File: src/writeBack_consts.svh
// Width and count macros for the writeback stage, included by the shared package and the testbench.
`ifndef WRITEBACK_CONSTS_SVH
`define WRITEBACK_CONSTS_SVH

// Branch checkpoints that can be in flight at once.
`define CHECKPOINTS 4

// Width of a checkpoint id.
`define CHECKPOINTS_LOG 2

// Width of a physical register tag.
`define SIZE_PHYSICAL_LOG 7

`define SIZE_ACTIVELIST_LOG 7 // Active-list index width.

// Width of an execution result.
`define SIZE_DATA 32

// Width of an issue-queue entry index.
`define SIZE_ISSUEQ_LOG 5

`define SIZE_CTI_LOG 4 // Control-transfer queue index width.

// Width of an instruction address.
`define SIZE_PC 32

`endif
File: src/wbPkg.sv
// Shared types for the writeback stage; imported by every RTL module and the testbench.
`include "writeBack_consts.svh"

package wbPkg;

        // One bit per unresolved branch the instruction depends on.
        typedef logic [`CHECKPOINTS-1:0]         checkpointMask_t;
        typedef logic [`CHECKPOINTS_LOG-1:0]     checkpointId_t;
        typedef logic [`SIZE_PHYSICAL_LOG-1:0]   physReg_t;
        typedef logic [`SIZE_ACTIVELIST_LOG-1:0] alIndex_t;
        typedef logic [`SIZE_DATA-1:0]           data_t;
        typedef logic [`SIZE_ISSUEQ_LOG-1:0]     iqIndex_t;
        typedef logic [`SIZE_CTI_LOG-1:0]        ctiIndex_t;
        typedef logic [`SIZE_PC-1:0]             pc_t;

        // Flags that go on to the active list.
        typedef struct packed {
                logic mispredict;
                logic exception;
                logic executed;
        } wbFlags_t;

        typedef struct packed {
                logic     isConditional;
                logic     hasDest;
                wbFlags_t wb;
        } exeFlags_t;

        // Packet from a simple ALU or control execution lane.
        typedef struct packed {
                checkpointMask_t mask;
                exeFlags_t       flags;
                physReg_t        dest;
                alIndex_t        alId;
                data_t           result;
                checkpointId_t   checkpointId; // Checkpoint taken by a branch.
                ctiIndex_t       ctiIndex;
                pc_t             target;
                logic            direction;
        } exePacket_t;

        // Packet from the load/store lane.
        typedef struct packed {
                checkpointMask_t mask;
                exeFlags_t       flags;
                data_t           result;
                physReg_t        dest;
                alIndex_t        alId;
                iqIndex_t        iqEntry; // Address-generation issue-queue entry.
        } lsuPacket_t;

        // Writeback record for the active list.
        typedef struct packed {
                alIndex_t alId;
                wbFlags_t flags;
        } wbCtrl_t;

        typedef struct packed {
                physReg_t tag;
                data_t    data;
        } bypass_t;

        // Resolution of the branch held in the control lane.
        typedef struct packed {
                logic          conditional;
                logic          mispredict;
                checkpointId_t checkpointId;
                pc_t           target;
                logic          direction;
                ctiIndex_t     ctiIndex;
        } branchResult_t;

        typedef struct packed {
                logic          valid;
                checkpointId_t checkpointId;
        } squash_t;

endpackage

File: src/exeLaneWb.sv
// Execution-lane writeback register; instantiated by the writeback top once per ALU or control lane.
module exeLaneWb
        import wbPkg::*;
(
        input  logic       clk,
        input  logic       reset,

        input  logic       valid_i,
        input  exePacket_t packet_i,
        input  squash_t    squash_i,

        output logic       wbValid_o,
        output wbCtrl_t    wbCtrl_o,
        output logic       bypassValid_o,
        output bypass_t    bypass_o,

        output logic       heldValid_o,
        output exePacket_t heldPacket_o
);

        logic       heldValid;
        exePacket_t heldPacket;
        logic       squashHit;

        // The valid bit follows the strobe every cycle.
        always_ff @(posedge clk)
        begin
                if (reset)
                begin
                        heldValid <= 1'b0;
                end
                else
                begin
                        heldValid <= valid_i;
                end
        end

        // The payload only loads with a valid packet and otherwise keeps the last one.
        always_ff @(posedge clk)
        begin
                if (valid_i)
                begin
                        heldPacket <= packet_i;
                end
        end

        // A mispredicted branch kills every younger instruction that depends on it.
        assign squashHit = squash_i.valid && heldPacket.mask[squash_i.checkpointId];

        always_comb
        begin
                wbValid_o      = heldValid && !squashHit;
                wbCtrl_o.alId  = heldPacket.alId;
                wbCtrl_o.flags = heldPacket.flags.wb;
        end

        // Bypass goes out even for a squashed packet.
        always_comb
        begin
                bypassValid_o = heldValid && heldPacket.flags.hasDest;
                bypass_o.tag  = heldPacket.dest;
                bypass_o.data = heldPacket.result;
        end

        assign heldValid_o  = heldValid;
        assign heldPacket_o = heldPacket;

        // A writeback needs a packet captured on the edge before.
        wbNeedsCapture: assert property (@(posedge clk) disable iff (reset)
                $rose(wbValid_o) |-> $past(valid_i))
                else $error("exeLaneWb: writeback raised without a captured packet.");

endmodule

File: src/lsuLaneWb.sv
// Load/store-lane writeback register with issue-queue release; instantiated once by the writeback top.
module lsuLaneWb
        import wbPkg::*;
(
        input  logic       clk,
        input  logic       reset,

        input  logic       valid_i,
        input  lsuPacket_t packet_i,
        input  squash_t    squash_i,

        output logic       wbValid_o,
        output wbCtrl_t    wbCtrl_o,
        output logic       bypassValid_o,
        output bypass_t    bypass_o,

        output logic       iqFreeValid_o,
        output iqIndex_t   iqEntry_o
);

        logic       heldValid;
        lsuPacket_t heldPacket;
        logic       squashHit;

        always_ff @(posedge clk)
        begin
                if (reset)
                begin
                        heldValid <= 1'b0;
                end
                else
                begin
                        heldValid <= valid_i;
                end
        end

        always_ff @(posedge clk)
        begin
                if (valid_i)
                begin
                        heldPacket <= packet_i;
                end
        end

        assign squashHit = squash_i.valid && heldPacket.mask[squash_i.checkpointId];

        always_comb
        begin
                wbValid_o      = heldValid && !squashHit;
                wbCtrl_o.alId  = heldPacket.alId;
                wbCtrl_o.flags = heldPacket.flags.wb;
                bypassValid_o  = heldValid && heldPacket.flags.hasDest;
                bypass_o.tag   = heldPacket.dest;
                bypass_o.data  = heldPacket.result;
        end

        // The address-generation entry is freed whether or not the access is squashed.
        assign iqFreeValid_o = heldValid;
        assign iqEntry_o     = heldPacket.iqEntry;

        // A squash only takes back the writeback, never the issue-queue release.
        squashKeepsFree: assert property (@(posedge clk) disable iff (reset)
                (squashHit && $past(valid_i && !reset)) |-> (iqFreeValid_o
                        && iqEntry_o == $past(packet_i.iqEntry)))
                else $error("lsuLaneWb: squash lowered the issue-queue release.");

endmodule

File: src/writeBack.sv
// Writeback stage top level; drives active-list, bypass and branch outputs from four lanes.
module writeBack
        import wbPkg::*;
(
        input  logic          clk,
        input  logic          reset,

        input  logic          exeValid0_i,
        input  exePacket_t    exePacket0_i,
        input  logic          exeValid1_i,
        input  exePacket_t    exePacket1_i,
        input  logic          exeValid2_i,
        input  exePacket_t    exePacket2_i,
        input  logic          lsuValid_i,
        input  lsuPacket_t    lsuPacket_i,

        output logic          wbValid0_o,
        output wbCtrl_t       wbCtrl0_o,
        output logic          wbValid1_o,
        output wbCtrl_t       wbCtrl1_o,
        output logic          wbValid2_o,
        output wbCtrl_t       wbCtrl2_o,
        output logic          wbValid3_o,
        output wbCtrl_t       wbCtrl3_o,

        output logic          bypassValid0_o,
        output bypass_t       bypass0_o,
        output logic          bypassValid1_o,
        output bypass_t       bypass1_o,
        output logic          bypassValid2_o,
        output bypass_t       bypass2_o,
        output logic          bypassValid3_o,
        output bypass_t       bypass3_o,

        output logic          iqFreeValid_o,
        output iqIndex_t      iqEntry_o,

        output logic          resolveValid_o,
        output branchResult_t branch_o
);

        logic       ctrlHeldValid;
        exePacket_t ctrlHeld;
        squash_t    squash;

        exeLaneWb lane0 (
                .clk           (clk),
                .reset         (reset),
                .valid_i       (exeValid0_i),
                .packet_i      (exePacket0_i),
                .squash_i      (squash),
                .wbValid_o     (wbValid0_o),
                .wbCtrl_o      (wbCtrl0_o),
                .bypassValid_o (bypassValid0_o),
                .bypass_o      (bypass0_o),
                .heldValid_o   (),
                .heldPacket_o  ()
        );

        exeLaneWb lane1 (
                .clk           (clk),
                .reset         (reset),
                .valid_i       (exeValid1_i),
                .packet_i      (exePacket1_i),
                .squash_i      (squash),
                .wbValid_o     (wbValid1_o),
                .wbCtrl_o      (wbCtrl1_o),
                .bypassValid_o (bypassValid1_o),
                .bypass_o      (bypass1_o),
                .heldValid_o   (),
                .heldPacket_o  ()
        );

        // Lane 2 carries branches, so its held packet feeds the resolution below.
        exeLaneWb ctrlLane (
                .clk           (clk),
                .reset         (reset),
                .valid_i       (exeValid2_i),
                .packet_i      (exePacket2_i),
                .squash_i      (squash),
                .wbValid_o     (wbValid2_o),
                .wbCtrl_o      (wbCtrl2_o),
                .bypassValid_o (bypassValid2_o),
                .bypass_o      (bypass2_o),
                .heldValid_o   (ctrlHeldValid),
                .heldPacket_o  (ctrlHeld)
        );

        lsuLaneWb lsuLane (
                .clk           (clk),
                .reset         (reset),
                .valid_i       (lsuValid_i),
                .packet_i      (lsuPacket_i),
                .squash_i      (squash),
                .wbValid_o     (wbValid3_o),
                .wbCtrl_o      (wbCtrl3_o),
                .bypassValid_o (bypassValid3_o),
                .bypass_o      (bypass3_o),
                .iqFreeValid_o (iqFreeValid_o),
                .iqEntry_o     (iqEntry_o)
        );

        // Branch resolution comes straight from the held control packet.
        always_comb
        begin
                resolveValid_o        = ctrlHeldValid;
                branch_o.conditional  = ctrlHeld.flags.isConditional;
                branch_o.mispredict   = ctrlHeld.flags.wb.mispredict;
                branch_o.checkpointId = ctrlHeld.checkpointId;
                branch_o.target       = ctrlHeld.target;
                branch_o.direction    = ctrlHeld.direction;
                branch_o.ctiIndex     = ctrlHeld.ctiIndex;
        end

        // The squash reaches all four lanes in the same cycle, the control lane included.
        always_comb
        begin
                squash.valid        = ctrlHeldValid && ctrlHeld.flags.wb.mispredict;
                squash.checkpointId = ctrlHeld.checkpointId;
        end

        // Lanes are squashed only by a mispredicted branch taken in on the edge before.
        squashFromResolve: assert property (@(posedge clk) disable iff (reset)
                squash.valid |-> (resolveValid_o
                        && $past(exeValid2_i && exePacket2_i.flags.wb.mispredict)
                        && squash.checkpointId == $past(exePacket2_i.checkpointId)))
                else $error("writeBack: squash without a matching branch resolution.");

endmodule

File: config.mk
export PLATFORM = sky130hd
export DESIGN_NAME = writeBack
export DESIGN_NICKNAME = d
export VERILOG_FILES = /design/src/wbPkg.sv /design/src/exeLaneWb.sv /design/src/lsuLaneWb.sv /design/src/writeBack.sv
export VERILOG_INCLUDE_DIRS = /design/src
export SDC_FILE = /design/constraint.sdc
export NUM_CORES = 1
export LEC_CHECK = 0
export BUFFER_PORTS_ARGS = -buffer_cell sky130_fd_sc_hd__buf_2
export CAP_MARGIN = 20
export CORE_AREA = 2 2 231 233
export DETAILED_ROUTE_END_ITERATION = 6
export DIE_AREA = 0 0 233 235
export SYNTH_ARGS = -nofsm -noshare
export SYNTH_HDL_FRONTEND = slang
export SYNTH_SLANG_ARGS = --single-unit
File: constraint.sdc
create_clock -name clk -period 1 [get_ports clk]
set_input_delay 0.2 -clock clk [delete_from_list [all_inputs] [get_ports clk]]
set_output_delay 0.2 -clock clk [all_outputs]
set_load 0.01 [all_outputs]
==> results.sh <==
export IMPL_portBuffers=518
export IMPL_hold_path_class="in -> reg"
export IMPL_leakage_nw=6.50
export IMPL_grt_use_met2=0.184
export IMPL_max_freq_ghz=0.494
export IMPL_fin_ws_ps=-1020
export IMPL_worst_pin_slew_ps=267
export IMPL_power_density_mw_per_mm2=1780
export IMPL_core_mm2=0.0522
export IMPL_hold_ws_ps=95.9
export IMPL_dieArea_mm2=0.0548
export IMPL_synth_top_cell_area_share=0.788
export IMPL_grt_max_degree=50
export IMPL_critPathArrivalTime_ps=1820
export IMPL_numCtsBuffers=31
export IMPL_drtPass1Iterations=4
export IMPL_async_flop_share=0
export IMPL_track_usage=0.0971
export IMPL_avgSynthCellArea_um2=18.7
export IMPL_slew_viol_final=0
export IMPL_comb_power_share=0.114
export IMPL_path_cells="buf_12 -> mux2i_1 -> o221a_1 -> buf_2"
export IMPL_routed_wl_mm=28.1
export IMPL_crit_slowest_cell="edfxtp_1"
export IMPL_grt_pass1_wl_mm=39.8
export IMPL_place_gp_congestion=0.747
export IMPL_cts_path_max_buffers=3
export IMPL_power_switching_share=0.221
export IMPL_crit_fanout=6
export IMPL_num_vias=6085
export IMPL_overflow=0
export IMPL_netlist_area_mm2=0.00994
export IMPL_internal_power_w=0.0217
export IMPL_post_place_ws_ps=-500
export IMPL_cts_sinks=265
export IMPL_nets=1469
export IMPL_syn2layout_area_growth_pct=57.6
export IMPL_setup_tns_ps=-74030
export IMPL_cap_violations=0
export IMPL_hold_violations=0
export IMPL_final_antenna_net_count=0
export IMPL_syn_nets=880
export IMPL_hold_depth=2
export IMPL_p_sw_w=0.00617
export IMPL_yosysMostFrequentCell="edfxtp_1"
export IMPL_synth_edf_count=261
export IMPL_root_buffer="clkbuf_16"
export IMPL_synth_largest_area_cell="edfxtp_1"
export IMPL_ir_drop_uv=1410
export IMPL_path_buf_inv=2
export IMPL_status="finished with violations"
export IMPL_ctsHtreeMaxLevel=1
export IMPL_die_w_um=233
export IMPL_busiest_layer="met2"
export IMPL_cts_tree="built"
export IMPL_rsz0062_at_grt="true"
export IMPL_initial_utilization=0.190
export IMPL_synth_flop_cell="edfxtp_1"
export IMPL_setup_viol_count_final=252
export IMPL_syn_inst=532
export IMPL_grt_use_met1=0.0932
export IMPL_rows=84
export IMPL_crit_family="flip-flops"
export IMPL_grt_pass1_vias=6835
export IMPL_ys_ff_latch=265
export IMPL_drt_iter0_drc=183
export IMPL_clockPowerShare=0.403
export IMPL_ys_warn_count=0
export IMPL_dp_hpwl_mm=19.6
export IMPL_antenna_found_initial=6
export IMPL_critPathRequiredTime_ps=800
export IMPL_drc_errors=0
export IMPL_violations="setup timing"
export IMPL_yosysSeqAreaShare=0.796
export IMPL_pin_count=600
export IMPL_holdCritStartpoint="lsuValid_i"
export IMPL_worstSetupStartpointType="flip-flop"
export IMPL_max_slew_margin=0.822
export IMPL_path_clk_slew_ps=60
export IMPL_die_y_um=235
export IMPL_synthTopCellsByCount="261 x edfxtp_1, 242 x buf_4, 8 x mux2i_1"
export IMPL_power_total_w=0.0279
export IMPL_vias_per_cell=3.31
export IMPL_fin_crit_sh=2.02
export IMPL_met3_usage=0.0405
export IMPL_synth_area_leaders="edfxtp_1 79%, buf_4 18%, dfxtp_1 0.81%, mux2i_1 0.81%, o221a_1 0.45%"
export IMPL_hold_end="lsuLane.bypass_o[9]"
export IMPL_crit_type="reg -> out"
export IMPL_yosys_cell_types_count=12
export IMPL_power_frac_seq=0.483
export IMPL_critPathMaxStageDelay_ps=490
export IMPL_cp_end_kind="output port"
export IMPL_drive_gt1_frac=0.519
export IMPL_min_period_ps=2020
export IMPL_routedWlPerCell_um=15.3
==> final cells by class <==
class	count	area (um^2)
Fill cell	5099	36600
Sequential cell	265	7920
Timing Repair Buffer	799	5640
Antenna cell	3	7.51
Multi-Input combinational cell	24	214
Clock buffer	38	842
Clock inverter	19	186
Tap cell	688	861
==> kinds of logic (layout without fill, tap and decap cells) <==
| family | after synthesis | in the layout | synth area share |
|---|---|---|---|
| other | 0 | 3 | 0 |
| AO/OA/AOI/OAI | 4 | 4 | 0.00453 |
| flip-flops | 265 | 265 | 0.796 |
| AND/OR/NAND/NOR | 12 | 12 | 0.00730 |
| multiplexers | 8 | 8 | 0.00805 |
| buffers and inverters | 243 | 856 | 0.184 |
==> per-stage QoR <==
step | cell area (um^2) | cells | utilization
2_1_floorplan | 9940 | 532 | -
3_3_place_gp | 11800 | 1511 | 0.226
3_5_place_dp | 11800 | 1511 | 0.226
4_1_cts | 15600 | 1831 | 0.298
5_1_grt | 15700 | 1834 | 0.300
6_report | 15700 | 1836 | 0.300
==> how the worst max path moves through the flow <==
stage | slack, ps | end | cells after the start | from
after CTS | -1120 | wbValid0_o | 4 | ctrlLane.heldPacket_o[37]
after detailed placement | -500 | wbValid2_o | 3 | ctrlLane.heldPacket_o[37]
after floorplan | -110 | wbValid0_o | 3 | ctrlLane.heldPacket_o[37]
after global routing | -1150 | wbValid1_o | 4 | ctrlLane.heldPacket_o[38]
after global placement | -470 | wbValid3_o | 4 | ctrlLane.heldPacket_o[38]
final | -1020 | wbValid0_o | 4 | ctrlLane.heldPacket_o[37]
==> sequential cells by signal (all words and copies together) (netlist names) <==
signal,count
lsuLane.heldPacket,5
ctrlLane.heldValid_o,1
lane1.heldPacket_o,15
lsuLane.bypass_o,39
ctrlLane.bypass_o,39
lane0.heldPacket_o,15
lane0.bypass_o,39
lsuLane.iqFreeValid_o,1
lsuLane.iqEntry_o,5
lsuLane.wbCtrl_o,10
lane0.heldValid_o,1
lane1.bypass_o,39
lane1.heldValid_o,1
ctrlLane.heldPacket_o,55
==> cell usage in the layout, fill, tap and decap left out, types with 2 or more instances in the layout <==
master and n:
and2_4 3, buf_12 9, buf_2 494, buf_4 5, buf_6 29, bufinv_16 3
clkbuf_1 3, clkbuf_16 31, clkbuf_8 4, clkinv_1 4, clkinv_2 5, clkinvlp_4 4
dfxtp_1 2, dfxtp_2 2, diode_2 3, dlygate4sd3_1 262, edfxtp_1 261, inv_6 2
mux2i_1 8, nor2b_1 4, o221a_1 2
==> power by group through the flow <==
| stage | Sequential [W] | Combinational (W) | Clock, W |
|---|---|---|---|
| 2_1_floorplan | 0.0136 | 0.00156 | 0 |
| 3_3_place_gp | 0.0136 | 0.00225 | 0 |
| 3_5_place_dp | 0.0137 | 0.00228 | 0 |
| 4_1_cts | 0.0135 | 0.00316 | 0.0117 |
| 5_1_grt | 0.0135 | 0.00343 | 0.0121 |
| 6_report | 0.0135 | 0.00319 | 0.0112 |
==> metal layers <==
| layer | part of all wire | up-vias |
|---|---|---|
| met5 | 0.0014 | - |
| met4 | 0.023 | 6 |
| met3 | 0.10 | 45 |
| met2 | 0.53 | 314 |
| met1 | 0.34 | 2865 |
| li1 | - | 2855 |
==> repair_timing <==
action | 4_1_cts | 5_1_grt
hold buffers | 262 | 0
resized for setup | 30 | 27
setup endpoints to repair | 252 | 252
pin swaps | 6 | 3
endpoints found under the hold margin | 265 | 0
setup buffers | 2 | 3
Power figures use the tool's default switching activity.
